--- src/tile_defines.svh ---
`ifndef TILE_DEFINES_SVH
`define TILE_DEFINES_SVH

// datapath and register file
`define XLEN     32
`define AREG_NUM 16

// execution resources
`define ALU_NUM  2
// tags wrap with the buffer so this stays a power of two
`define ROB_SIZE 8
`define MUL_LAT  4

`endif

--- src/tile_pkg.sv ---
`default_nettype none

`include "tile_defines.svh"

package tile_pkg;

  typedef enum logic [2:0] {
    OP_LI,
    OP_ADD,
    OP_SUB,
    OP_AND,
    OP_OR,
    OP_XOR,
    OP_ADDI,
    OP_MUL
  } alu_op_e;

  typedef logic [$clog2(`AREG_NUM)-1:0] areg_t;
  typedef logic [$clog2(`ROB_SIZE)-1:0] rob_tag_t;

  // per-unit reservation slot
  typedef enum logic [1:0] {
    S_IDLE,
    S_WAIT,
    S_EXEC,
    S_DONE
  } alu_state_e;

endpackage

`default_nettype wire

--- src/tile_ifs.sv ---
`timescale 1ns/10ps
`default_nettype none

`include "tile_defines.svh"

interface disp_if import tile_pkg::*; ();
  // one strobe per unit, payload shared
  logic [`ALU_NUM-1:0] valid;
  alu_op_e             op;
  areg_t               rd;
  areg_t               rs1;
  areg_t               rs2;
  logic [`XLEN-1:0]    imm;
  rob_tag_t            tag;
  logic                rs1_wait;
  rob_tag_t            rs1_tag;
  logic                rs2_wait;
  rob_tag_t            rs2_tag;

  modport master (
    output valid, op, rd, rs1, rs2, imm, tag, rs1_wait, rs1_tag, rs2_wait, rs2_tag
  );
  modport slave (
    input valid, op, rd, rs1, rs2, imm, tag, rs1_wait, rs1_tag, rs2_wait, rs2_tag
  );
endinterface

interface done_if import tile_pkg::*; ();
  logic             valid;
  rob_tag_t         tag;
  logic [`XLEN-1:0] data;

  modport master (output valid, tag, data);
  modport slave  (input  valid, tag, data);
endinterface

interface cmt_if import tile_pkg::*; ();
  logic             valid;
  rob_tag_t         tag;
  areg_t            rd;
  logic [`XLEN-1:0] data;

  modport master  (output valid, tag, rd, data);
  modport monitor (input  valid, tag, rd, data);
endinterface

interface regread_if import tile_pkg::*; ();
  areg_t            rs1;
  areg_t            rs2;
  logic [`XLEN-1:0] rs1_data;
  logic [`XLEN-1:0] rs2_data;

  modport master (output rs1, rs2, input  rs1_data, rs2_data);
  modport slave  (input  rs1, rs2, output rs1_data, rs2_data);
endinterface

`default_nettype wire

--- src/tile_alu.sv ---
`timescale 1ns/10ps
`default_nettype none

`include "tile_defines.svh"

module tile_alu import tile_pkg::*; #(
  parameter int UNIT_ID = 0
) (
  input  logic       i_clk,
  input  logic       i_rst_n,
  output logic       o_busy,
  disp_if.slave      disp,
  cmt_if.monitor     cmt,
  regread_if.master  regread,
  done_if.master     done
);

  localparam int CNT_W = $clog2(`MUL_LAT);

  alu_state_e       state;
  logic             accept;
  logic             wait1;
  logic             wait2;
  logic             wait1_nxt;
  logic             wait2_nxt;
  logic [CNT_W-1:0] cnt;

  alu_op_e          op_q;
  logic [`XLEN-1:0] imm_q;
  rob_tag_t         tag_q;
  areg_t            rs1_q;
  areg_t            rs2_q;
  rob_tag_t         rs1_tag_q;
  rob_tag_t         rs2_tag_q;
  logic [`XLEN-1:0] res_q;
  logic [`XLEN-1:0] alu_res;

  assign accept = (state == S_IDLE) && disp.valid[UNIT_ID];
  assign o_busy = (state != S_IDLE);

  // producer commit releases the operand
  assign wait1_nxt = wait1 && !(cmt.valid && cmt.tag == rs1_tag_q);
  assign wait2_nxt = wait2 && !(cmt.valid && cmt.tag == rs2_tag_q);

  assign regread.rs1 = rs1_q;
  assign regread.rs2 = rs2_q;

  always_comb begin
    case (op_q)
      OP_LI:   alu_res = imm_q;
      OP_ADD:  alu_res = regread.rs1_data + regread.rs2_data;
      OP_SUB:  alu_res = regread.rs1_data - regread.rs2_data;
      OP_AND:  alu_res = regread.rs1_data & regread.rs2_data;
      OP_OR:   alu_res = regread.rs1_data | regread.rs2_data;
      OP_XOR:  alu_res = regread.rs1_data ^ regread.rs2_data;
      OP_ADDI: alu_res = regread.rs1_data + imm_q;
      OP_MUL:  alu_res = regread.rs1_data * regread.rs2_data;
      default: alu_res = '0;
    endcase
  end

  always_ff @(posedge i_clk or negedge i_rst_n) begin
    if (!i_rst_n) begin
      state <= S_IDLE;
      wait1 <= 1'b0;
      wait2 <= 1'b0;
      cnt   <= '0;
    end else begin
      case (state)
        S_IDLE: begin
          if (accept) begin
            wait1 <= disp.rs1_wait;
            wait2 <= disp.rs2_wait;
            cnt   <= (disp.op == OP_MUL) ? CNT_W'(`MUL_LAT - 1) : '0;
            state <= (disp.rs1_wait || disp.rs2_wait) ? S_WAIT : S_EXEC;
          end
        end
        S_WAIT: begin
          wait1 <= wait1_nxt;
          wait2 <= wait2_nxt;
          if (!wait1_nxt && !wait2_nxt) begin
            state <= S_EXEC;
          end
        end
        S_EXEC: begin
          if (cnt == '0) begin
            state <= S_DONE;
          end else begin
            cnt <= cnt - 1'b1;
          end
        end
        S_DONE:  state <= S_IDLE;
        default: state <= S_IDLE;
      endcase
    end
  end

  always_ff @(posedge i_clk) begin
    if (accept) begin
      op_q      <= disp.op;
      imm_q     <= disp.imm;
      tag_q     <= disp.tag;
      rs1_q     <= disp.rs1;
      rs2_q     <= disp.rs2;
      rs1_tag_q <= disp.rs1_tag;
      rs2_tag_q <= disp.rs2_tag;
    end
    // last exec cycle
    if (state == S_EXEC && cnt == '0) begin
      res_q <= alu_res;
    end
  end

  assign done.valid = (state == S_DONE);
  assign done.tag   = tag_q;
  assign done.data  = res_q;

  a_no_strobe_when_busy : assert property (
    @(posedge i_clk) disable iff (!i_rst_n) disp.valid[UNIT_ID] |-> state == S_IDLE
  ) else $error("unit %0d strobed while busy", UNIT_ID);

endmodule

`default_nettype wire

--- src/flat_wrapper.sv ---
// flat-port wrapper written by rule: the top's interface ports become plain ports
module tile_alu_flat import tile_pkg::*;
#(
  parameter int UNIT_ID = 0
)
  (i_clk, i_rst_n, o_busy, disp_valid, disp_op, disp_rd, disp_rs1, disp_rs2, disp_imm, disp_tag, disp_rs1_wait, disp_rs1_tag, disp_rs2_wait, disp_rs2_tag, cmt_valid, cmt_tag, cmt_rd, cmt_data, regread_rs1, regread_rs2, regread_rs1_data, regread_rs2_data, done_valid, done_tag, done_data);
  disp_if disp_i ();
  cmt_if cmt_i ();
  regread_if regread_i ();
  done_if done_i ();
  input  logic i_clk;
  input  logic i_rst_n;
  output logic o_busy;
  input wire logic [$bits(disp_i.valid)-1:0] disp_valid;
  input wire logic [$bits(disp_i.op)-1:0] disp_op;
  input wire logic [$bits(disp_i.rd)-1:0] disp_rd;
  input wire logic [$bits(disp_i.rs1)-1:0] disp_rs1;
  input wire logic [$bits(disp_i.rs2)-1:0] disp_rs2;
  input wire logic [$bits(disp_i.imm)-1:0] disp_imm;
  input wire logic [$bits(disp_i.tag)-1:0] disp_tag;
  input wire logic [$bits(disp_i.rs1_wait)-1:0] disp_rs1_wait;
  input wire logic [$bits(disp_i.rs1_tag)-1:0] disp_rs1_tag;
  input wire logic [$bits(disp_i.rs2_wait)-1:0] disp_rs2_wait;
  input wire logic [$bits(disp_i.rs2_tag)-1:0] disp_rs2_tag;
  input wire logic [$bits(cmt_i.valid)-1:0] cmt_valid;
  input wire logic [$bits(cmt_i.tag)-1:0] cmt_tag;
  input wire logic [$bits(cmt_i.rd)-1:0] cmt_rd;
  input wire logic [$bits(cmt_i.data)-1:0] cmt_data;
  output wire logic [$bits(regread_i.rs1)-1:0] regread_rs1;
  output wire logic [$bits(regread_i.rs2)-1:0] regread_rs2;
  input wire logic [$bits(regread_i.rs1_data)-1:0] regread_rs1_data;
  input wire logic [$bits(regread_i.rs2_data)-1:0] regread_rs2_data;
  output wire logic [$bits(done_i.valid)-1:0] done_valid;
  output wire logic [$bits(done_i.tag)-1:0] done_tag;
  output wire logic [$bits(done_i.data)-1:0] done_data;
  assign disp_i.valid = disp_valid;
  assign disp_i.op = disp_op;
  assign disp_i.rd = disp_rd;
  assign disp_i.rs1 = disp_rs1;
  assign disp_i.rs2 = disp_rs2;
  assign disp_i.imm = disp_imm;
  assign disp_i.tag = disp_tag;
  assign disp_i.rs1_wait = disp_rs1_wait;
  assign disp_i.rs1_tag = disp_rs1_tag;
  assign disp_i.rs2_wait = disp_rs2_wait;
  assign disp_i.rs2_tag = disp_rs2_tag;
  assign cmt_i.valid = cmt_valid;
  assign cmt_i.tag = cmt_tag;
  assign cmt_i.rd = cmt_rd;
  assign cmt_i.data = cmt_data;
  assign regread_rs1 = regread_i.rs1;
  assign regread_rs2 = regread_i.rs2;
  assign regread_i.rs1_data = regread_rs1_data;
  assign regread_i.rs2_data = regread_rs2_data;
  assign done_valid = done_i.valid;
  assign done_tag = done_i.tag;
  assign done_data = done_i.data;
  tile_alu #(.UNIT_ID(UNIT_ID)) u_core (.i_clk(i_clk), .i_rst_n(i_rst_n), .o_busy(o_busy), .disp(disp_i), .cmt(cmt_i), .regread(regread_i), .done(done_i));
endmodule
--- config.mk ---
export PLATFORM = sky130hd
export DESIGN_NAME = tile_alu_flat
export DESIGN_NICKNAME = d
export VERILOG_FILES = /design/src/tile_pkg.sv /design/src/tile_ifs.sv /design/src/tile_alu.sv /design/src/flat_wrapper.sv
export VERILOG_INCLUDE_DIRS = /design/src
export SDC_FILE = /design/constraint.sdc
export NUM_CORES = 1
export LEC_CHECK = 0
export BUFFER_PORTS_ARGS = -buffer_cell sky130_fd_sc_hd__buf_2
export CAP_MARGIN = 20
export CORE_MARGIN = 2
export CORE_UTILIZATION = 63
export DETAILED_ROUTE_END_ITERATION = 7
export PLACE_DENSITY = 0.92
export SKIP_LAST_GASP = 1
export SYNTH_ARGS = -nofsm -noshare
export SYNTH_HDL_FRONTEND = slang
export SYNTH_SLANG_ARGS = --single-unit
--- constraint.sdc ---
create_clock -name i_clk -period 5.6 [get_ports i_clk]
set_input_delay 0.56 -clock i_clk [delete_from_list [all_inputs] [get_ports i_clk]]
set_output_delay 0.56 -clock i_clk [all_outputs]
set_load 0.02 [all_outputs]
==> flow_summary.yaml, run 1 <==
logic_synthesis:
  synthMuxAreaShare: 0.00359
  synth_top_family_by_area: "adder cells"
  postSynthAreaPerCell_um2: 8.52
  ys_ff_latch: 90
  ys_seq_area_frac: 0.116
  syn_inst: 2700
  synth_edf_count: 84
  syn_nets: 3499
  synthesis.area_um2: 23000
  synthDistinctLibCells: 73
  ys.flop_type: "edfxtp_1"
  synth_compound_area_frac: 0.111
  synth_warnings: 0
  synthAdderAreaFrac: 0.478
  async_reset_ff_frac: 0.0667
  yosys.area_share.xor_xnor: 0.0414
  synthSimpleGateAreaFrac: 0.152
placed_design:
  gp_congestion: 1.24
  dp_hpwl_um: 79000
  io_buffers: 169
  placed_area_um2: 27300
die:
  die_h_um: 195
  die_x_um: 195
  io-pin-count: 211
  start_util: 0.643
  rows: 69
run_status:
  status: "did not finish"
  lastStage: "global routing"
  firstError: "[ERROR GRT-0116] Global routing finished with congestion. Check the congestion regions in the DRC Viewer."
global_route:
  overflow: 846
  grt_first_pass_wirelength_um: 252000
  grt_pass1_vias: 35200
  track_usage: 0.909
  grt_start_max_net_pins: 115
clocking:
  cts_root_buf: "clkbuf_16"
  clock_path_buffers: 2
  postCtsHoldBufs: 0
  cts_buffers: 9
  clock-sinks: 90
  h-tree-depth: 3
[cell families after synthesis]
logic type | count (synthesis)
AND/OR/NAND/NOR | 842
adder cells (fa/ha/maj) | 633
buffers and inverters | 603
AO/OA/AOI/OAI | 417
XOR/XNOR | 107
flip-flops | 90
multiplexers | 8
[cells in the mapped netlist, types with 7 or more instances]
library cell / instances / area [um2]
clkinv_1: 16 / 60.1
or3_1: 12 / 75.1
a22oi_1: 11 / 82.6
nand2b_1: 13 / 81.3
a211oi_1: 11 / 82.6
a21o_1: 16 / 120
inv_2: 8 / 30.0
a31oi_1: 13 / 81.3
buf_1: 28 / 105
xor2_1: 24 / 210
nand4_1: 7 / 43.8
o21ai_0: 92 / 460
a21oi_1: 149 / 746
nand3_1: 17 / 85.1
nor3_1: 40 / 200
o22ai_1: 38 / 238
fa_1: 409 / 8190
a221oi_1: 15 / 131
xnor2_1: 82 / 718
nor2b_1: 10 / 62.6
inv_1: 442 / 1660
nand2_1: 265 / 995
clkbuf_1: 109 / 409
o21a_1: 8 / 60.1
ha_1: 224 / 2800
o21bai_1: 7 / 52.6
nor2_1: 441 / 1660
edfxtp_1: 84 / 2520
[routing by layer]
metal / GRT overflow / track usage
met4: 264 / 0.935
met2: 413 / 0.997
met1: 89 / 0.877
met3: 66 / 0.851
met5: 14 / 0.742
[metrics by stage]
| step | setup WS (ns) | instances | util | hold WS (ns) |
|---|---|---|---|---|
| 4_1_cts | -1.44 | 3633 | 0.807 | 0.0130 |
| 3_5_place_dp | -2.18 | 3577 | 0.763 | 0.393 |
| 3_3_place_gp | -1.85 | 3577 | 0.763 | 0.390 |
| 2_1_floorplan | -1.29 | 2700 | - | 0.264 |
[timing repair]
item	CTS
gates resized for setup	256
cloned	6
pin swaps	80
setup buffers	35
endpoints found under the setup margin	24
==> inputs of run 2 (changes only) <==
--- a/config.mk
+++ b/config.mk
@@ -9,9 +9,9 @@
 export BUFFER_PORTS_ARGS = -buffer_cell sky130_fd_sc_hd__buf_2
 export CAP_MARGIN = 20
 export CORE_MARGIN = 2
-export CORE_UTILIZATION = 63
+export CORE_UTILIZATION = 40
 export DETAILED_ROUTE_END_ITERATION = 7
-export PLACE_DENSITY = 0.92
+export PLACE_DENSITY_LB_ADDON = 0.15
 export SKIP_LAST_GASP = 1
 export SYNTH_ARGS = -nofsm -noshare
 export SYNTH_HDL_FRONTEND = slang
==> flow_summary.yaml, run 2 <==
sta:
  fmax_mhz: 142
  drv_slew: 0
  skew_ns: 0.0109
  maxSlewHeadroom: 0.315
  finalHoldViolations: 0
  post-route-min-period_ns: 7.04
  setup_viol: 22
  tightest_slew_ns: 1.03
  rsz0062_at_grt: "true"
  fin_crit_sh: 1.26
  layout_setup_ws_ns: -1.44
logic_synthesis:
  synth_warnings: 0
  ys.flop_type: "edfxtp_1"
  syn_inst: 2700
  synth_area_leaders: "fa_1 (36%), ha_1 (12%), edfxtp_1 (11%)"
  yosysTopAreaCell: "fa_1"
  ys_ff_latch: 90
  ys_seq_area_frac: 0.116
  syn_nets: 3499
  postSynthAreaPerCell_um2: 8.52
  synthDistinctLibCells: 73
  synth_top_area_frac: 0.356
  async_reset_ff_frac: 0.0667
  synthesis.area_um2: 23000
  synth.most_common_cell: "inv_1"
  synth_edf_count: 84
  netlist_top_cells_count: "inv_1 (442), nor2_1 (441), fa_1 (409)"
worst_setup_path:
  crit_type: "in2reg"
  cp.buffers_inverters: 7
  cpLargestDelayFamily: "adder cells"
  required_ns: 5.73
  rrSetupSlack_ns: 1.04
  startpoint_type: "input pin"
  reg2reg_to: "u_core.done.data[20]"
  cp-end-kind: "flip-flop"
  path_common_cell: "fa_1"
  cp_max_fo: 6
  reg2reg_depth: 19
  slowest_stage: "fa_1"
  cp_slowest_stage_delay_ns: 0.56
  cp.arrival_ns: 7.16
  crit-reg2reg-launch: "u_core.op_q[0]"
worst_hold_path:
  min_from: "disp_tag[0]"
  hold_path_depth: 1
  hold_path.class: "in2reg"
  worst_hold_path.endpoint: "u_core.done.tag[0]"
global_route:
  track_usage: 0.334
  grt_start_max_net_pins: 70
  antenna_found_initial: 7
  overflow: 0
  grt_pass1_vias: 23100
  grt_first_pass_wirelength_um: 146000
clocking:
  cts_buffers: 9
  clk_latency_ns: 0.37
  clock-sinks: 90
  clock_path_buffers: 2
  clk_pin_slew_ns: 0.08
  cts_tree: "yes"
  h-tree-depth: 3
  cts_root_buf: "clkbuf_16"
finish:
  mostFrequentLayoutCells: "buf_4 (452), inv_1 (412), fa_1 (387)"
  final_common_cell: "buf_4"
  design_area_um2: 30200
  syn2layout_area_growth_pct: 31.5
  final_cell_count_no_fill: 4003
  nets: 4037
  drive_above_1_share: 0.286
detailed_routing:
  routed_wl_um: 98100
  ant_nets: 0
  vias: 21800
  drc: 0
  drtIter0Drc: 1892
  drtPass1Iterations: 6
  wl_per_cell_um: 24.5
  via_per_inst: 5.44
placed_design:
  dp.cells: 3945
  placed_area_um2: 28300
  gp_congestion: 1.02
  dp_hpwl_um: 81700
  io_buffers: 169
die:
  die_area_um2: 59400
  rows: 87
  io-pin-count: 211
  coreArea_um2: 56600
  start_util: 0.406
  die_h_um: 244
  die_x_um: 244
run_status:
  status: "complete, but fails checks"
  failed_checks: "negative setup slack"
run:
  cap_violations: 0
[run 2: cell counts after synthesis]
Identical to the previous run, type by type.
[run 2: metrics by stage]
stage / setup WS, ns / hold slack, ns / TNS [ns] / utilization
CTS: -1.33 / 0.342 / -23.21 / 0.523
global route: -1.66 / 0.344 / -28.48 / 0.534
global placement: -2.18 / 0.391 / -37.67 / 0.500
detailed placement: -2.25 / 0.395 / -39.01 / 0.500
finish: -1.44 / 0.356 / -23.89 / 0.534
floorplan: -1.29 / 0.264 / -18.60 / -
[run 2: layer usage]
metal	global-route usage	part of all wire
met4	0.159	0.059
met3	0.0534	0.083
met1	0.447	0.41
met5	0	0.00031
met2	0.528	0.44
[run 2: logic make-up after synthesis]
kind of cell    synth area share
compound gates             0.111
xor+xnor                  0.0414
buf+inv                   0.0984
simple gates               0.152
mux                      0.00359
fa+ha+maj                  0.478
flops                      0.116
[run 2: what timing repair did]
action                                  CTS  global route
endpoints found under the hold margin     6             0
cloned                                    2             1
gates resized for setup                 177           128
pin swaps                                54            77
buffers inserted                         25            17
hold buffers                              1             0
endpoints found under the setup margin   23            23
[run 2: final cells by class]
class | instances | area [um2]
antenna | 4 | 10.0
timing repair inverter | 2 | 17.5
timing repair buffer | 662 | 5120
inverter | 466 | 1910
tap | 756 | 946
clock buffer | 9 | 225
fill | 5303 | 26400
sequential | 90 | 2670
multi-input combinational | 2007 | 19300
clock inverter | 7 | 67.6
[run 2: worst max path at each step]
stage / startpoint / endpoint / cells after the start
after floorplan: regread_rs2_data[2] / u_core.done.data[31] / 26
after global placement: regread_rs2_data[5] / u_core.done.data[23] / 25
after detailed placement: regread_rs2_data[5] / u_core.done.data[23] / 27
after CTS: regread_rs2_data[4] / u_core.done.data[31] / 24
after global routing: regread_rs1_data[16] / u_core.done.data[31] / 24
final: regread_rs2_data[2] / u_core.done.data[31] / 25
Power of run 2 is left out: the tool's default activity adds up to more than one toggle a clock period on the data nets, which glitch-free logic cannot reach.
==> inputs of run 3 (changes only) <==
--- a/config.mk
+++ b/config.mk
@@ -6,6 +6,7 @@
 export SDC_FILE = /design/constraint.sdc
 export NUM_CORES = 1
 export LEC_CHECK = 0
+export ABC_AREA = 1
 export BUFFER_PORTS_ARGS = -buffer_cell sky130_fd_sc_hd__buf_2
 export CAP_MARGIN = 20
 export CORE_MARGIN = 2
==> flow_summary.yaml, run 3 <==
clocking:
  clock_path_buffers: 2
  cts_tree: "yes"
  cts_root_buf: "clkbuf_16"
  h-tree-depth: 3
  clk_pin_slew_ns: 0.07
  clock-sinks: 90
  cts_buffers: 9
  clk_latency_ns: 0.38
detailed_routing:
  drc: 0
  drtIter0Drc: 1795
  ant_nets: 0
  routed_wl_um: 92400
  wl_per_cell_um: 20.4
  drtPass1Iterations: 5
  vias: 22800
  via_per_inst: 5.05
placed_design:
  dp_hpwl_um: 74600
  gp_congestion: 0.994
  place_ws_ns: -2.01
  io_buffers: 169
sta:
  fmax_mhz: 150
  layout_setup_ws_ns: -1.08
  skew_ns: 0.0169
  setup_viol: 22
  maxSlewHeadroom: 0.310
  rsz0062_at_grt: "true"
  drv_slew: 0
  fin_crit_sh: 1.19
  post-route-min-period_ns: 6.68
  tightest_slew_ns: 1.03
  finalHoldViolations: 0
logic_synthesis:
  syn_inst: 3298
  syn_nets: 4097
  synth_top_area_frac: 0.332
  synth_edf_count: 84
  synthDistinctLibCells: 50
  yosysTopAreaCell: "fa_1"
  ys_ff_latch: 90
  async_reset_ff_frac: 0.0667
  netlist_top_cells_count: "inv_1 (888), nand2_1 (831), fa_1 (409)"
  synth_area_leaders: "fa_1 (33%), inv_1 (13%), nand2_1 (13%)"
  synth.most_common_cell: "inv_1"
  ys.flop_type: "edfxtp_1"
  postSynthAreaPerCell_um2: 7.49
  synth_warnings: 0
  ys_seq_area_frac: 0.108
  synthesis.area_um2: 24700
run_status:
  status: "complete, but fails checks"
  failed_checks: "negative setup slack"
worst_setup_path:
  required_ns: 5.74
  crit_type: "in2reg"
  cp-end-kind: "flip-flop"
  startpoint_type: "input pin"
  cp.arrival_ns: 6.82
  cp_max_fo: 7
global_route:
  grt_start_max_net_pins: 54
  antenna_found_initial: 2
  track_usage: 0.296
  grt_first_pass_wirelength_um: 140000
  grt_pass1_vias: 23200
  overflow: 0
finish:
  nets: 4531
  syn2layout_area_growth_pct: 30.2
  final_common_cell: "inv_1"
  mostFrequentLayoutCells: "inv_1 (835), nand2_1 (770), fa_1 (344)"
  drive_above_1_share: 0.249
die:
  die_area_um2: 63700
  coreArea_um2: 61400
  start_util: 0.402
  rows: 91
  io-pin-count: 211
  die_h_um: 252
  die_x_um: 252
worst_hold_path:
  hold_path.class: "in2reg"
run:
  cap_violations: 0
-- run 3: cell count changes after synthesis, sizes merged, moves of 15 or more --
cell,previous run,this run
inv,450,890
nand2,265,833
nand3,17,89
xor2,24,45
clkinv,16,1
nor2,441,123
xnor2,82,7
-- run 3: timing repair --
action                                  CTS  global route
endpoints found under the setup margin   24            24
gates cloned                              8             2
hold buffers                              1             0
pin swaps                               149           135
resized for setup                       396           144
endpoints found under the hold margin     6             0
setup buffers                            42            22
-- run 3: metal layers --
| layer | routed length, um | vias to the layer above | global-route usage | share of wire |
|---|---|---|---|---|
| met1 | 40200 | 11200 | 0.403 | 0.44 |
| met5 | 0 | - | 0 | 0 |
| met2 | 42100 | 793 | 0.483 | 0.46 |
| met4 | 3920 | 0 | 0.110 | 0.042 |
| met3 | 6130 | 149 | 0.0373 | 0.066 |
| li1 | - | 10700 | - | - |
-- run 3: kinds of logic after synthesis --
logic type / synth area share
AOI/OAI and AO/OA: 0.0857
adders and majority gates: 0.445
buffers and inverters: 0.158
xor gates and xnor gates: 0.0184
DFF: 0.108
and+or+nand+nor: 0.184
-- run 3: through the flow --
step	hold slack, ns	cell area (um2)	utilization	setup TNS (ns)	std cells
floorplan	0.264	25400	-	-12.83	3298
global placement	0.395	29100	0.474	-34.36	4441
detailed placement	0.399	29100	0.474	-34.19	4441
CTS	0.332	31400	0.512	-16.31	4507
global route	0.340	32100	0.524	-21.63	4527
finish	0.352	32100	0.524	-18.13	4528
-- run 3: critical path: stages --
cell and delay (ns):
buf_12 0.12, buf_12 0.15, nand2_4 0.06, inv_2 0.03, fa_2 0.55, inv_2 0.04, fa_2 0.57, fa_2 0.45
fa_2 0.54, inv_2 0.04, fa_2 0.46, fa_1 0.58, fa_2 0.47, fa_2 0.54, ha_4 0.33, nand2_1 0.11
nor2_4 0.13, nand2_2 0.08, nor3_2 0.13, nand2_1 0.09, o211ai_1 0.17, buf_4 0.18, a21oi_2 0.06, o21ai_4 0.14
nand4_1 0.11, nand2_1 0.08, inv_1 0.04
-- run 3: final timing paths --
kind | startpoint | endpoint | slack (ns) | cells after the start
max in group asynchronous | i_rst_n | u_core.state[1] | 4.89 | 2
worst max-delay path | regread_rs2_data[12] | u_core.done.data[29] | -1.08 | 27
worst min-delay path | disp_imm[11] | u_core.imm_q[11] | 0.35 | 1
worst min register to register | u_core.wait2 | u_core.wait2 | 0.54 | 2
worst max register to register | u_core.op_q[0] | u_core.done.data[26] | 1.42 | 20
min in group asynchronous | i_rst_n | u_core.wait2 | 0.56 | 2
-- run 3: cell type report --
type	count	area (um2)
diodes	1	2.50
clock buffers	9	225
clock inverters	7	98.8
fillers	5881	29200
inverters	891	3350
multi-input cells	2173	19700
flip-flops and latches	90	2670
well taps	790	988
repair buffers	567	5110
Power of run 3 is left out for the same reason.
