**src/tile_defines.svh**
```systemverilog
`ifndef TILE_DEFINES_SVH
`define TILE_DEFINES_SVH

// datapath and register file
`define XLEN     32
`define AREG_NUM 16

// execution resources
`define ALU_NUM  2
// tags wrap with the buffer so this stays a power of two
`define ROB_SIZE 8
`define MUL_LAT  4

`endif

```
**src/tile_pkg.sv**
```systemverilog
`default_nettype none

`include "tile_defines.svh"

package tile_pkg;

  typedef enum logic [2:0] {
    OP_LI,
    OP_ADD,
    OP_SUB,
    OP_AND,
    OP_OR,
    OP_XOR,
    OP_ADDI,
    OP_MUL
  } alu_op_e;

  typedef logic [$clog2(`AREG_NUM)-1:0] areg_t;
  typedef logic [$clog2(`ROB_SIZE)-1:0] rob_tag_t;

  // per-unit reservation slot
  typedef enum logic [1:0] {
    S_IDLE,
    S_WAIT,
    S_EXEC,
    S_DONE
  } alu_state_e;

endpackage

`default_nettype wire

```
**src/tile_ifs.sv**
```systemverilog
`timescale 1ns/10ps
`default_nettype none

`include "tile_defines.svh"

interface disp_if import tile_pkg::*; ();
  // one strobe per unit, payload shared
  logic [`ALU_NUM-1:0] valid;
  alu_op_e             op;
  areg_t               rd;
  areg_t               rs1;
  areg_t               rs2;
  logic [`XLEN-1:0]    imm;
  rob_tag_t            tag;
  logic                rs1_wait;
  rob_tag_t            rs1_tag;
  logic                rs2_wait;
  rob_tag_t            rs2_tag;

  modport master (
    output valid, op, rd, rs1, rs2, imm, tag, rs1_wait, rs1_tag, rs2_wait, rs2_tag
  );
  modport slave (
    input valid, op, rd, rs1, rs2, imm, tag, rs1_wait, rs1_tag, rs2_wait, rs2_tag
  );
endinterface


interface cmt_if import tile_pkg::*; ();
  logic             valid;
  rob_tag_t         tag;
  areg_t            rd;
  logic [`XLEN-1:0] data;

  modport master  (output valid, tag, rd, data);
  modport monitor (input  valid, tag, rd, data);
endinterface


`default_nettype wire

```
**src/tile_dispatch.sv**
```systemverilog
`timescale 1ns/10ps
`default_nettype none

`include "tile_defines.svh"

module tile_dispatch import tile_pkg::*; (
  input  logic                i_clk,
  input  logic                i_rst_n,
  input  logic                i_valid,
  input  alu_op_e             i_op,
  input  areg_t               i_rd,
  input  areg_t               i_rs1,
  input  areg_t               i_rs2,
  input  logic [`XLEN-1:0]    i_imm,
  input  logic [`ALU_NUM-1:0] i_unit_busy,
  input  logic                i_rob_full,
  output logic                o_ready,
  disp_if.master              disp,
  cmt_if.monitor              cmt
);

  rob_tag_t            tail_tag;
  rob_tag_t            prod_tag [`AREG_NUM];
  logic [`AREG_NUM-1:0] pending;
  logic [`ALU_NUM-1:0] unit_free;
  logic [`ALU_NUM-1:0] unit_sel;
  logic                fire;
  logic                use_rs1;
  logic                use_rs2;

  assign unit_free = ~i_unit_busy;
  // lowest idle unit, one-hot
  assign unit_sel  = unit_free & (~unit_free + 1'b1);

  assign o_ready = (|unit_free) & ~i_rob_full;
  assign fire    = i_valid & o_ready;

  assign use_rs1 = (i_op != OP_LI);
  assign use_rs2 = (i_op != OP_LI) && (i_op != OP_ADDI);

  assign disp.valid = fire ? unit_sel : '0;
  assign disp.op    = i_op;
  assign disp.rd    = i_rd;
  assign disp.rs1   = i_rs1;
  assign disp.rs2   = i_rs2;
  assign disp.imm   = i_imm;
  assign disp.tag   = tail_tag;

  // a producer committing right now no longer needs waiting on
  assign disp.rs1_tag  = prod_tag[i_rs1];
  assign disp.rs1_wait = use_rs1 && pending[i_rs1] &&
                         !(cmt.valid && cmt.tag == prod_tag[i_rs1]);
  assign disp.rs2_tag  = prod_tag[i_rs2];
  assign disp.rs2_wait = use_rs2 && pending[i_rs2] &&
                         !(cmt.valid && cmt.tag == prod_tag[i_rs2]);

  always_ff @(posedge i_clk or negedge i_rst_n) begin
    if (!i_rst_n) begin
      tail_tag <= '0;
      pending  <= '0;
    end else begin
      for (int r = 0; r < `AREG_NUM; r++) begin
        if (cmt.valid && pending[r] && prod_tag[r] == cmt.tag) begin
          pending[r] <= 1'b0;
        end
      end
      // new producer wins over a same-cycle clear
      if (fire) begin
        pending[i_rd] <= 1'b1;
        tail_tag      <= tail_tag + 1'b1;
      end
    end
  end

  always_ff @(posedge i_clk) begin
    if (fire) begin
      prod_tag[i_rd] <= tail_tag;
    end
  end

  a_valid_only_when_ready : assert property (
    @(posedge i_clk) disable iff (!i_rst_n) i_valid |-> o_ready
  ) else $error("dispatch strobe while not ready");

endmodule

`default_nettype wire

```
**src/flat_wrapper.sv**
```systemverilog
// flat-port wrapper written by rule: the top's interface ports become plain ports
module tile_dispatch_flat import tile_pkg::*;
  (i_clk, i_rst_n, i_valid, i_op, i_rd, i_rs1, i_rs2, i_imm, i_unit_busy, i_rob_full, o_ready, disp_valid, disp_op, disp_rd, disp_rs1, disp_rs2, disp_imm, disp_tag, disp_rs1_wait, disp_rs1_tag, disp_rs2_wait, disp_rs2_tag, cmt_valid, cmt_tag, cmt_rd, cmt_data);
  disp_if disp_i ();
  cmt_if cmt_i ();
  input  logic i_clk;
  input  logic i_rst_n;
  input  logic i_valid;
  input  alu_op_e i_op;
  input  areg_t i_rd;
  input  areg_t i_rs1;
  input  areg_t i_rs2;
  input  logic [`XLEN-1:0] i_imm;
  input  logic [`ALU_NUM-1:0] i_unit_busy;
  input  logic i_rob_full;
  output logic o_ready;
  output wire logic [$bits(disp_i.valid)-1:0] disp_valid;
  output wire logic [$bits(disp_i.op)-1:0] disp_op;
  output wire logic [$bits(disp_i.rd)-1:0] disp_rd;
  output wire logic [$bits(disp_i.rs1)-1:0] disp_rs1;
  output wire logic [$bits(disp_i.rs2)-1:0] disp_rs2;
  output wire logic [$bits(disp_i.imm)-1:0] disp_imm;
  output wire logic [$bits(disp_i.tag)-1:0] disp_tag;
  output wire logic [$bits(disp_i.rs1_wait)-1:0] disp_rs1_wait;
  output wire logic [$bits(disp_i.rs1_tag)-1:0] disp_rs1_tag;
  output wire logic [$bits(disp_i.rs2_wait)-1:0] disp_rs2_wait;
  output wire logic [$bits(disp_i.rs2_tag)-1:0] disp_rs2_tag;
  input wire logic [$bits(cmt_i.valid)-1:0] cmt_valid;
  input wire logic [$bits(cmt_i.tag)-1:0] cmt_tag;
  input wire logic [$bits(cmt_i.rd)-1:0] cmt_rd;
  input wire logic [$bits(cmt_i.data)-1:0] cmt_data;
  assign disp_valid = disp_i.valid;
  assign disp_op = disp_i.op;
  assign disp_rd = disp_i.rd;
  assign disp_rs1 = disp_i.rs1;
  assign disp_rs2 = disp_i.rs2;
  assign disp_imm = disp_i.imm;
  assign disp_tag = disp_i.tag;
  assign disp_rs1_wait = disp_i.rs1_wait;
  assign disp_rs1_tag = disp_i.rs1_tag;
  assign disp_rs2_wait = disp_i.rs2_wait;
  assign disp_rs2_tag = disp_i.rs2_tag;
  assign cmt_i.valid = cmt_valid;
  assign cmt_i.tag = cmt_tag;
  assign cmt_i.rd = cmt_rd;
  assign cmt_i.data = cmt_data;
  tile_dispatch u_core (.i_clk(i_clk), .i_rst_n(i_rst_n), .i_valid(i_valid), .i_op(i_op), .i_rd(i_rd), .i_rs1(i_rs1), .i_rs2(i_rs2), .i_imm(i_imm), .i_unit_busy(i_unit_busy), .i_rob_full(i_rob_full), .o_ready(o_ready), .disp(disp_i), .cmt(cmt_i));
endmodule
```
**config.mk**
```make
export PLATFORM = sky130hd
export DESIGN_NAME = tile_dispatch_flat
export DESIGN_NICKNAME = d
export VERILOG_FILES = /design/src/tile_pkg.sv /design/src/tile_ifs.sv /design/src/tile_dispatch.sv /design/src/flat_wrapper.sv
export VERILOG_INCLUDE_DIRS = /design/src
export SDC_FILE = /design/constraint.sdc
export NUM_CORES = 1
export LEC_CHECK = 0
export BUFFER_PORTS_ARGS = -buffer_cell sky130_fd_sc_hd__buf_4
export CAP_MARGIN = 20
export CORE_MARGIN = 10
export CORE_UTILIZATION = 35
export CTS_BUF_LIST = sky130_fd_sc_hd__clkbuf_4 sky130_fd_sc_hd__clkbuf_8 sky130_fd_sc_hd__clkbuf_16
export DETAILED_ROUTE_END_ITERATION = 12
export SYNTH_ARGS = -nofsm -noshare
export SYNTH_HDL_FRONTEND = slang
export SYNTH_SLANG_ARGS = --single-unit
```
**constraint.sdc**
```tcl
create_clock -name i_clk -period 2.8 [get_ports i_clk]
set_input_delay 0.56 -clock i_clk [delete_from_list [all_inputs] [get_ports i_clk]]
set_output_delay 0.56 -clock i_clk [all_outputs]
set_load 0.1 [all_outputs]
```
# Word-level counts from Yosys, hierarchy flattened

Memory sizes are Yosys's and may differ from the RTL's.
Index checks and enable logic that the tools add are counted.

Register bits after elaboration: 19
Output and inout bits: 61
Memories: 1
RAM bits: 48

Memories:

| memory          | depth | width | rd ports | clocked after memory_dff | wr ports | RTL line            | RTL |
|---|---|---|---|---|---|---|---|
| u_core.prod_tag | 16    | 3     | 18       | 0                        | 1        | tile_dispatch.sv:23 | `` rob_tag_t prod_tag [`AREG_NUM]; `` |

$lt $le $gt $ge: 4
Add/subtract/negate cells: 2
Reductions and logical operators: 44
Bitwise operators: 7
Eq/ne operators: 19
Multiplexer cells: 26

Operators with widths:

| cell                                                                          | number |
|---|---|
| 3-bit equality test                                                           | 18 |
| 1-bit logical AND                                                             | 40 |
| 1-bit 2-to-1 mux                                                              | 21 |
| 16-bit 2-to-1 mux                                                             | 1 |
| 16-bit bitwise OR                                                             | 1 |
| 4-bit by 5-bit less-than comparator with 1-bit output (second input constant) | 3 |
| 1-bit binary-select mux with 4-bit select                                     | 2 |
| 1-bit demux with 4-bit select                                                 | 1 |
| 4-bit by 1-bit >= comparator with 1-bit output (second input constant)        | 1 |
| 2-bit inverter                                                                | 2 |
| 3-bit by 1-bit adder with 3-bit output (second input constant)                | 1 |
| 3-bit != test (second input constant)                                         | 1 |
| 3-bit nonzero test                                                            | 1 |
| 2-bit by 1-bit adder with 2-bit output (second input constant)                | 1 |
| 1-bit bitwise AND                                                             | 2 |
| 2-bit bitwise AND                                                             | 1 |
| 1-bit logical NOT                                                             | 2 |
| 2-bit 2-to-1 mux                                                              | 1 |
| 2-bit OR reduction                                                            | 1 |
| 1-bit inverter                                                                | 1 |

# Depth between registers and ports, before layout

Gate-level depths: netlist of run 1.

Depth in word-level cells: 6
Gate-level depth with buffers: 7
Gate-level depth less buffers: 5

# Worst setup path after synthesis of run 1

Ideal clock, no wire load.

Path type: input -> output
Start: input port i_unit_busy[0]
End: output port disp_valid[1]
Path slack: -2.666 ns
Stages: 3
Data required time: 2.240 ns
Path buffers: 0
Arrival time: 4.906 ns
Path through: a21oi_1 -> nand2_1 -> nor3b_1

Longest elaborated chain between the ends: 5
Elaborated cells between the ends (all ways): 8
Classes of those cells: add/sub: 1; mux: 1; bitwise: 5; reduce/logical: 1

RTL lines:

| item                                                                        | RTL line                                 | RTL |
|---|---|---|
| from (decl)                                                                 | flat_wrapper.sv:14                       | `` input logic [`ALU_NUM-1:0] i_unit_busy; `` |
| 2-bit inverter *                                                            | tile_dispatch.sv:31                      | `assign unit_free = ~i_unit_busy;` |
| 2-bit inverter or 2-bit OR reduction (tied branches)                        | tile_dispatch.sv:33, tile_dispatch.sv:35 |  |
| 2-bit by 1-bit adder with 2-bit output or 1-bit bitwise AND (tied branches) | tile_dispatch.sv:33, tile_dispatch.sv:35 |  |
| 2-bit bitwise AND or 1-bit bitwise AND (tied branches)                      | tile_dispatch.sv:33, tile_dispatch.sv:36 |  |
| 2-bit 2-to-1 mux *                                                          | tile_dispatch.sv:41                      | `assign disp.valid = fire ? unit_sel : '0;` |
| to (decl)                                                                   | flat_wrapper.sv:17                       | `output wire logic [$bits(disp_i.valid)-1:0] disp_valid;` |

Mark *: on every way between the ends. The rest lies on a longest branch, timed or not.

==> results of run 1 <==
[layer usage]
layer,wire [um],vias up,part of all wire
met5,0,-,0
met4,201,0,0.015
met3,1030,21,0.078
met2,6260,140,0.48
met1,5670,1546,0.43
li1,-,1366,-
[registers in the layout (all words and copies together) (netlist names)]
register / cells
u_core.pending: 16
u_core.prod_tag: 48
u_core.disp.tag: 3
[worst paths after layout]
kind	from	end	slack [ns]	cells past startpoint
worst min-delay path	i_rst_n	u_core.disp.tag[1]	0.12	1
worst max-delay path	u_core.prod_tag[11][0]	disp_rs1_wait	-0.34	5
max in group asynchronous	i_rst_n	u_core.pending[4]	2.44	1
worst min register to register	u_core.pending[4]	u_core.pending[4]	0.51	1
min in group i_clk	u_core.pending[4]	u_core.pending[4]	0.51	1
worst max register to register	u_core.prod_tag[15][2]	u_core.pending[15]	1.31	5
[power groups by stage]
stage	Combinational [mW]	Sequential, mW	Clock, mW
after floorplan	0.735	1.50	0
after global placement	1.04	1.30	0
after detailed placement	1.06	1.30	0
after CTS	1.12	1.28	1.14
after global routing	1.18	1.29	1.19
final	1.12	1.28	1.13
[worst max-delay path: stages, from the launching register on]
cell	delay, ns
edfxtp_1	0.42
mux4_2	0.51
mux4_2	0.52
xor2_2	0.19
o41a_4	0.45
buf_12	0.17
[repair_timing]
action	in CTS	in global routing
cloned	0	0
gates resized for setup	34	14
hold buffers	0	0
setup endpoints to repair	4	6
pin swaps	6	4
buffers inserted	4	2
[metrics by stage]
step                worst slack (ns)   util  area, sq um  cells
global route                  -0.395  0.475         5730    585
global placement              -0.469  0.432         5210    565
detailed placement            -0.481  0.432         5210    565
floorplan                     -0.568      -         4490    331
CTS                           -0.351  0.469         5660    584
finish                        -0.341  0.475         5730    585
[cells by family (layout without fill, tap and decap cells)]
logic type,after synthesis,after routing
flops,67,67
simple gates,52,52
compound gates,36,36
buf+inv,68,154
fa+ha+maj,1,1
xor+xnor,56,56
mux,51,51
[placed cells by master, fill, tap and decap left out, types with 3 or more instances in the layout]
| cell | instances |
|---|---|
| xor2_1 | 28 |
| nand2b_1 | 3 |
| o41ai_1 | 9 |
| xnor2_1 | 23 |
| mux2i_4 | 3 |
| buf_4 | 115 |
| buf_6 | 15 |
| mux4_1 | 3 |
| dfrtp_1 | 19 |
| nor4_1 | 3 |
| mux4_2 | 29 |
| nand4_1 | 7 |
| nor3_1 | 3 |
| a21o_1 | 7 |
| buf_12 | 5 |
| nor2_1 | 13 |
| xor2_2 | 4 |
| mux2_2 | 4 |
| nand2_1 | 11 |
| edfxtp_1 | 48 |
| mux2i_1 | 8 |
| clkbuf_16 | 9 |
| o21ai_0 | 10 |
[final cells by class]
cell class,instances,area [sq um]
inverter,3,13.8
multi-input combinational,196,2160
fill,1069,6330
clock buffer,10,233
clock inverter,6,66.3
timing repair buffer,135,1130
sequential,67,1920
tap,168,210
==> flow_metrics.py, run 1 <==
metrics = {
    "global_route": {
        "grt_usage": 0.150,
        "use_met3": 0.0469,
        "antenna_found_initial": 0,
        "grt-ovfl-total": 0,
        "grt_pass1_wl_mm": 20.2,
        "grt_pass1_vias": 3320,
        "met1_usage": 0.194,
        "grt_busiest_layer": "met2",
        "grt_max_degree": 20,
        "gr-usage-met2": 0.235,
    },
    "critical_path": {
        "arrival_ns": 2.58,
        "worstSetupPathType": "flip-flop to primary output",
        "start_kind": "flip-flop",
        "crit_path_end_kind": "primary output",
        "path_max_fanout": 2,
        "crit_required_ns": 2.24,
    },
    "power": {
        "p_switching_mw": 1.22,
        "p_clk_frac": 0.320,
        "seqPwrFrac": 0.363,
        "p_leak_nw": 2.27,
        "internal_power_mw": 2.30,
        "vdd_drop_max_mv": 0.909,
        "combPwrFrac": 0.317,
        "power_mw": 3.52,
        "p_sw_frac": 0.347,
        "power_per_cell_area_mw_per_mm2": 615,
    },
    "logic_synthesis": {
        "postSynthAreaPerCell_sq_um": 13.1,
        "netlist_area_sq_mm": 0.00434,
        "ys.flop_type": "edfxtp_1",
        "synth_common_cells": "48 x buf_4, 48 x edfxtp_1, 32 x xor2_1, 25 x mux4_2, 24 x xnor2_1",
        "synth_area_leaders": "edfxtp_1 33%, mux4_2 13%, dfrtp_1 11%, buf_4 8.3%, xor2_1 6.5%",
        "synth.distinct_cells": 42,
        "synthAdderAreaFrac": 0.00288,
        "synth.area.mux_share": 0.218,
        "synth-xor-area-share": 0.113,
        "synth.yosys.warnings": 0,
        "synth_top_area_frac": 0.332,
        "synth_top_family_by_area": "multiplexers",
        "yosys.area_share.simple": 0.0620,
        "syn_nets": 425,
        "synth-seq-cells": 67,
        "synth_edf_count": 48,
        "synthCells": 331,
        "synth.largest_area_cell": "edfxtp_1",
        "synth_compound_area_frac": 0.0599,
        "yosysSeqAreaShare": 0.441,
        "async_flop_share": 0.284,
    },
    "job": {
        "maxCapViolations": 0,
    },
    "outcome": {
        "violations": "negative setup slack",
        "status": "finished, violations left",
    },
    "layout": {
        "final_nets": 506,
        "final_layout_size_suffix_gt1_frac": 0.496,
        "syn2layout_area_growth_pct": 31.9,
        "diodes": 0,
    },
    "cts": {
        "cts_tree": "built",
        "clk_latency_ns": 0.33,
        "cts-root-buf": "clkbuf_16",
        "clkTransAtPathRegs_ns": 0.06,
        "h-tree-depth": 3,
        "cts_buffer_depth": 2,
        "cts_buffers": 9,
        "cts.sinks": 67,
    },
    "sta": {
        "maxSlewViolCount": 0,
        "layout_setup_ws_ns": -0.341,
        "hold_ws_ns": 0.115,
        "min_period_over_period": 1.12,
        "min_period_ns": 3.14,
        "totalNegativeSetupSlack_ns": -0.584,
        "rsz0062_at_grt": "yes",
        "fin_skew_ns": 0.00526,
        "setup_viol": 3,
        "max_slew_margin": 0.708,
        "hold_viol_final": 0,
        "tightestPinTransition_ns": 0.437,
        "clock.fmax_mhz": 318,
    },
    "routing": {
        "routedWlPerCell_um": 22.5,
        "ant_nets": 0,
        "wl_mm": 13.2,
        "vias_per_cell": 5.25,
        "first_pass_iters": 4,
        "drc_errors": 0,
        "drt_iter0_markers": 212,
        "routed-via-count": 3073,
    },
    "floorplanning": {
        "io_pins": 154,
        "die_area_sq_mm": 0.0173,
        "rows": 40,
        "core_area_sq_mm": 0.0121,
        "die_x_um": 131,
        "die_height_um": 131,
        "start_util": 0.360,
    },
    "place": {
        "hpwl_mm": 10.4,
        "gp_congestion": 0.893,
        "portBuffers": 53,
    },
    "hold_path": {
        "hp-class": "input port to async pin",
    },
}
Power figures use the tool's default switching activity.
==> inputs of run 2 (changes only) <==
--- a/config.mk
+++ b/config.mk
@@ -10,8 +10,9 @@
 export CAP_MARGIN = 20
 export CORE_MARGIN = 10
 export CORE_UTILIZATION = 35
-export CTS_BUF_LIST = sky130_fd_sc_hd__clkbuf_4 sky130_fd_sc_hd__clkbuf_8 sky130_fd_sc_hd__clkbuf_16
+export CTS_BUF_LIST = sky130_fd_sc_hd__clkbuf_16
 export DETAILED_ROUTE_END_ITERATION = 12
+export SETUP_SLACK_MARGIN = 0.15
 export SYNTH_ARGS = -nofsm -noshare
 export SYNTH_HDL_FRONTEND = slang
 export SYNTH_SLANG_ARGS = --single-unit
==> run 2 against run 1 <==
  * The flow still finishes with violations (negative setup slack)
  * Final cell count fell by 0.17%
  * Clock skew down 0.0013 ns
  * Worst setup slack worse by 0.0044 ns
  * Global-route usage fell by 0.52 points
  * Hold slack better by 0.0061 ns
  * Sequential power about the same
  * Core utilization down 0.29 points
==> flow_metrics.py, run 2 (synthesis results as in run 1) <==
metrics = {
    "outcome": {
        "status": "finished, violations left",
        "violations": "negative setup slack",
    },
    "power": {
        "p_switching_mw": 1.21,
        "internal_power_mw": 2.21,
        "p_sw_frac": 0.354,
        "seqPwrFrac": 0.374,
        "vdd_drop_max_mv": 0.639,
        "p_leak_nw": 2.26,
        "combPwrFrac": 0.329,
        "power_per_cell_area_mw_per_mm2": 600,
        "p_clk_frac": 0.297,
    },
    "sta": {
        "min_period_ns": 3.15,
        "maxSlewViolCount": 0,
        "hold_viol_final": 0,
        "min_period_over_period": 1.12,
        "max_slew_margin": 0.727,
        "fin_skew_ns": 0.00391,
        "layout_setup_ws_ns": -0.345,
        "tightestPinTransition_ns": 0.409,
        "setup_viol": 3,
        "clock.fmax_mhz": 318,
        "rsz0062_at_grt": "yes",
    },
    "hold_path": {
        "hp-class": "input port to async pin",
    },
    "cts": {
        "cts-root-buf": "clkbuf_16",
        "cts.sinks": 67,
        "clkTransAtPathRegs_ns": 0.06,
        "clk_latency_ns": 0.33,
        "cts_buffers": 9,
        "h-tree-depth": 3,
        "cts_buffer_depth": 2,
        "cts_tree": "built",
    },
    "routing": {
        "drt_iter0_markers": 235,
        "routedWlPerCell_um": 21.8,
        "routed-via-count": 3073,
        "first_pass_iters": 4,
        "ant_nets": 0,
        "drc_errors": 0,
        "wl_mm": 12.7,
        "vias_per_cell": 5.26,
    },
    "critical_path": {
        "arrival_ns": 2.59,
        "ff2ff_setup_slack_ns": 1.32,
        "worstSetupPathType": "input port to primary output",
        "crit_path_end_kind": "primary output",
        "reg2reg_from": "u_core.prod_tag[11][2]",
        "worst_path_most_repeated_cell": "mux4_2",
        "timing.rr.end": "u_core.pending[11]",
        "worstPathCellList": "buf_6, mux4_2, mux4_2, xor2_1, o41a_4, buf_12",
        "cp_slowest_cell": "mux4_2",
        "r2r_cells": 5,
        "crit_required_ns": 2.24,
        "path_max_fanout": 5,
        "start_kind": "input port",
        "max_stage_delay_ns": 0.53,
    },
    "global_route": {
        "grt_pass1_wl_mm": 19.5,
        "grt_usage": 0.145,
        "grt_pass1_vias": 3234,
        "grt_max_degree": 20,
        "grt-ovfl-total": 0,
        "antenna_found_initial": 0,
    },
    "floorplanning": {
        "io_pins": 154,
        "start_util": 0.360,
        "rows": 40,
        "die_x_um": 131,
        "die_area_sq_mm": 0.0173,
        "die_height_um": 131,
        "core_area_sq_mm": 0.0121,
    },
    "layout": {
        "final_common_cell": "buf_4",
        "top_register": "u_core.prod_tag",
        "largest_reg_flops": 48,
        "fillers": 1060,
        "final_nets": 505,
        "post-route-util": 0.472,
        "syn2layout_area_growth_pct": 31.1,
        "final_layout_size_suffix_gt1_frac": 0.486,
        "diodes": 0,
        "final_cell_mix": "112 x buf_4, 48 x edfxtp_1, 31 x xor2_1, 30 x mux4_2, 23 x xnor2_1",
    },
    "job": {
        "maxCapViolations": 0,
    },
    "place": {
        "portBuffers": 53,
        "pre_cts_ws_ns": -0.446,
        "gp_congestion": 0.900,
        "hpwl_mm": 9.83,
    },
}
## run 2: final cells by class
| type | instances | area [sq um] | share of cell area |
|---|---|---|---|
| inverters | 3 | 15.0 | 0.00264 |
| multi-input cells | 196 | 2120 | 0.372 |
| clock buffers | 9 | 225 | 0.0396 |
| flip-flops and latches | 67 | 1920 | 0.337 |
| clock inverters | 7 | 45.0 | 0.00791 |
| well taps | 168 | 210 | 0.0369 |
| repair buffers | 134 | 1160 | 0.204 |
## run 2: repair_timing
action | 4_1_cts | 5_1_grt
setup endpoints to repair | 8 | 7
setup buffers | 8 | 3
pin swaps | 8 | 2
resized for setup | 46 | 4
hold buffers | 0 | 0
## run 2: routing by layer
layer / vias to the layer above / global-route usage / wire length, um
li1: 1366 / - / -
met1: 1503 / 0.193 / 5290
met2: 167 / 0.220 / 5740
met3: 37 / 0.0358 / 1430
met4: 0 / 0.0575 / 279
met5: - / 0 / 0
## run 2: worst max-delay path, delay by kind of cell
family	cells	cell delay, ns
multiplexers	2	1.04
AO/OA/AOI/OAI	1	0.46
buffers and inverters	2	0.30
XOR/XNOR	1	0.22
## run 2: metrics by stage
| stage | total power [mW] | instance area [sq um] | hold slack [ns] | std cells | TNS, ns |
|---|---|---|---|---|---|
| 5_1_grt | 3.54 | 5690 | 0.138 | 584 | -0.801 |
| 3_3_place_gp | 2.35 | 5170 | 0.476 | 557 | -0.811 |
| 4_1_cts | 3.44 | 5660 | 0.126 | 581 | -0.606 |
| 6_report | 3.41 | 5690 | 0.121 | 584 | -0.654 |
| 3_5_place_dp | 2.36 | 5170 | 0.476 | 557 | -0.814 |
| 2_1_floorplan | 2.24 | 4530 | 0.264 | 331 | -1.23 |
## run 2: worst max-delay path by stage
stage                                 from            end  slack (ns)  cells after the start
floorplan                         i_rs1[2]  disp_rs1_wait       -0.57                      5
global placement                  i_rs1[1]  disp_rs1_wait       -0.44                      6
detailed placement                i_rs1[1]  disp_rs1_wait       -0.45                      6
CTS                 u_core.prod_tag[15][1]  disp_rs1_wait       -0.33                      8
global route        u_core.prod_tag[15][1]  disp_rs1_wait       -0.38                      8
finish                            i_rs1[1]  disp_rs1_wait       -0.35                      6
## run 2: power by group through the flow
stage / clock network [mW] / logic [mW] / registers, mW
6_report: 1.01 / 1.12 / 1.28
5_1_grt: 1.07 / 1.19 / 1.28
4_1_cts: 1.03 / 1.13 / 1.28
3_5_place_dp: 0 / 1.06 / 1.30
3_3_place_gp: 0 / 1.06 / 1.29
2_1_floorplan: 0 / 0.743 / 1.50
==> inputs of run 3 (changes only) <==
--- a/config.mk
+++ b/config.mk
@@ -10,7 +10,7 @@
 export CAP_MARGIN = 20
 export CORE_MARGIN = 10
 export CORE_UTILIZATION = 35
-export CTS_BUF_LIST = sky130_fd_sc_hd__clkbuf_16
+export CTS_BUF_LIST = sky130_fd_sc_hd__clkbuf_2 sky130_fd_sc_hd__clkbuf_4 sky130_fd_sc_hd__clkbuf_8
 export DETAILED_ROUTE_END_ITERATION = 12
 export SETUP_SLACK_MARGIN = 0.15
 export SYNTH_ARGS = -nofsm -noshare
==> run 3 against run 2 <==
  * The flow still finishes with violations (negative setup slack)
  * Sequential share of layout area increased by 0.16 points
  * Clock skew increased by 0.0039 ns
  * Final cell count increased by 0.51%
==> flow_metrics.py, run 3 (synthesis results as in run 1) <==
metrics = {
    "cts": {
        "clk_latency_ns": 0.35,
        "cts-root-buf": "clkbuf_8",
        "h-tree-depth": 3,
        "cts_buffers": 9,
        "clkTransAtPathRegs_ns": 0.08,
        "cts_tree": "built",
        "cts.sinks": 67,
        "cts_buffer_depth": 2,
    },
    "global_route": {
        "antenna_found_initial": 0,
        "grt-ovfl-total": 0,
        "grt_usage": 0.145,
        "grt_max_degree": 20,
        "grt_pass1_wl_mm": 19.3,
        "grt_pass1_vias": 3219,
    },
    "power": {
        "p_leak_nw": 2.24,
        "power_mw": 3.15,
        "power_per_cell_area_mw_per_mm2": 557,
        "vdd_drop_max_mv": 0.699,
    },
    "critical_path": {
        "cp_top_family": "multiplexers",
        "worstSetupPathType": "flip-flop to primary output",
        "ff2ff_setup_slack_ns": 1.32,
        "start_kind": "flip-flop",
        "r2r_cells": 5,
        "arrival_ns": 2.58,
        "path_max_fanout": 2,
        "cp_slowest_cell": "mux4_2",
        "timing.rr.end": "u_core.pending[11]",
        "crit_required_ns": 2.24,
        "worstPathCellList": "buf_6, mux4_2, mux2i_1, buf_4, mux2i_4, xor2_1, o41a_4, buf_12",
        "crit_path_end_kind": "primary output",
        "reg2reg_from": "u_core.prod_tag[11][2]",
        "max_stage_delay_ns": 0.48,
        "timing.critical_path.buf_inv": 3,
    },
    "layout": {
        "final_cells": 587,
        "final_layout_size_suffix_gt1_frac": 0.494,
        "final_common_cell": "buf_4",
        "syn2layout_area_growth_pct": 30.5,
        "top_register": "u_core.prod_tag",
        "diodes": 0,
        "final_cell_mix": "114 x buf_4, 48 x edfxtp_1, 30 x xor2_1, 29 x mux4_2, 23 x xnor2_1",
        "fillers": 1068,
        "largest_reg_flops": 48,
        "final_nets": 508,
    },
    "floorplanning": {
        "io_pins": 154,
        "start_util": 0.360,
        "die_height_um": 131,
        "die_area_sq_mm": 0.0173,
        "core_area_sq_mm": 0.0121,
        "rows": 40,
        "die_x_um": 131,
    },
    "place": {
        "portBuffers": 53,
        "place_inst": 557,
        "gp_congestion": 0.900,
        "pre_cts_ws_ns": -0.446,
        "hpwl_mm": 9.83,
    },
    "routing": {
        "routedWlPerCell_um": 22.0,
        "drc_errors": 0,
        "drt_iter0_markers": 261,
        "vias_per_cell": 5.25,
        "ant_nets": 0,
        "wl_mm": 12.9,
        "routed-via-count": 3080,
        "first_pass_iters": 4,
    },
    "outcome": {
        "status": "finished, violations left",
        "violations": "negative setup slack",
    },
    "sta": {
        "min_period_over_period": 1.12,
        "min_period_ns": 3.14,
        "tightestPinTransition_ns": 0.411,
        "rsz0062_at_grt": "yes",
        "hold_viol_final": 0,
        "totalNegativeSetupSlack_ns": -1.02,
        "clock.fmax_mhz": 318,
        "maxSlewViolCount": 0,
        "max_slew_margin": 0.725,
        "setup_viol": 6,
        "fin_skew_ns": 0.00786,
        "layout_setup_ws_ns": -0.340,
    },
    "hold_path": {
        "hp-class": "input port to async pin",
    },
    "job": {
        "maxCapViolations": 0,
    },
}
run 3: changes by cell type in the layout (fill, tap and decap cells not counted), sizes merged:
cell	before	now
buf	134	137
clkbuf	9	10
clkinv	5	4
run 3: worst max-delay path by stage:
stage	slack (ns)	endpoint	cells after the start	start
after CTS	-0.36	disp_rs1_wait	8	u_core.prod_tag[15][1]
after global routing	-0.39	disp_rs1_wait	8	u_core.prod_tag[15][1]
after detailed placement	-0.45	disp_rs1_wait	6	i_rs1[1]
final	-0.34	disp_rs1_wait	8	u_core.prod_tag[15][1]
after floorplan	-0.57	disp_rs1_wait	5	i_rs1[2]
after global placement	-0.44	disp_rs1_wait	6	i_rs1[1]
run 3: final cells by class:
class | count | area, sq um | share of cell area
Clock buffer | 10 | 138 | 0.0243
Sequential cell | 67 | 1920 | 0.338
Multi-Input combinational cell | 196 | 2150 | 0.379
Inverter | 3 | 15.0 | 0.00265
Timing Repair Buffer | 137 | 1200 | 0.211
Tap cell | 168 | 210 | 0.0371
Clock inverter | 6 | 41.3 | 0.00729
run 3: worst reg2reg max path, stage by stage (launching register included):
cell and delay [ns]:
edfxtp_1 0.47, buf_6 0.17, buf_4 0.12, xor2_1 0.15, o41ai_1 0.32, o21ai_0 0.13
run 3: routing by layer:
| layer | vias up | routed length, um | track usage |
|---|---|---|---|
| met5 | - | 0 | 0 |
| met4 | 0 | 272 | 0.0464 |
| met3 | 36 | 1050 | 0.0408 |
| met2 | 134 | 5940 | 0.222 |
| met1 | 1538 | 5630 | 0.193 |
| li1 | 1372 | - | - |
run 3: metrics by stage:
step | hold slack, ns | instance area (sq um) | utilization
global route | 0.0927 | 5670 | 0.470
global placement | 0.476 | 5170 | 0.429
CTS | 0.0981 | 5540 | 0.459
finish | 0.0949 | 5670 | 0.470
floorplan | 0.264 | 4530 | -
detailed placement | 0.476 | 5170 | 0.429
run 3: timing repair:
item / CTS / global route
endpoints found under the hold margin: 0 / 0
hold buffers: 0 / 0
setup buffers: 8 / 6
cloned: 0 / 0
setup endpoints to repair: 8 / 8
resized for setup: 38 / 17
pin swaps: 7 / 4
run 3: where the power goes:
part | total (mW) | switching [mW] | internal, mW | leakage (nW)
Clock | 0.734 | 0.391 | 0.343 | 0.0843
Sequential | 1.28 | 0.0480 | 1.23 | 0.684
Combinational | 1.14 | 0.747 | 0.397 | 1.48
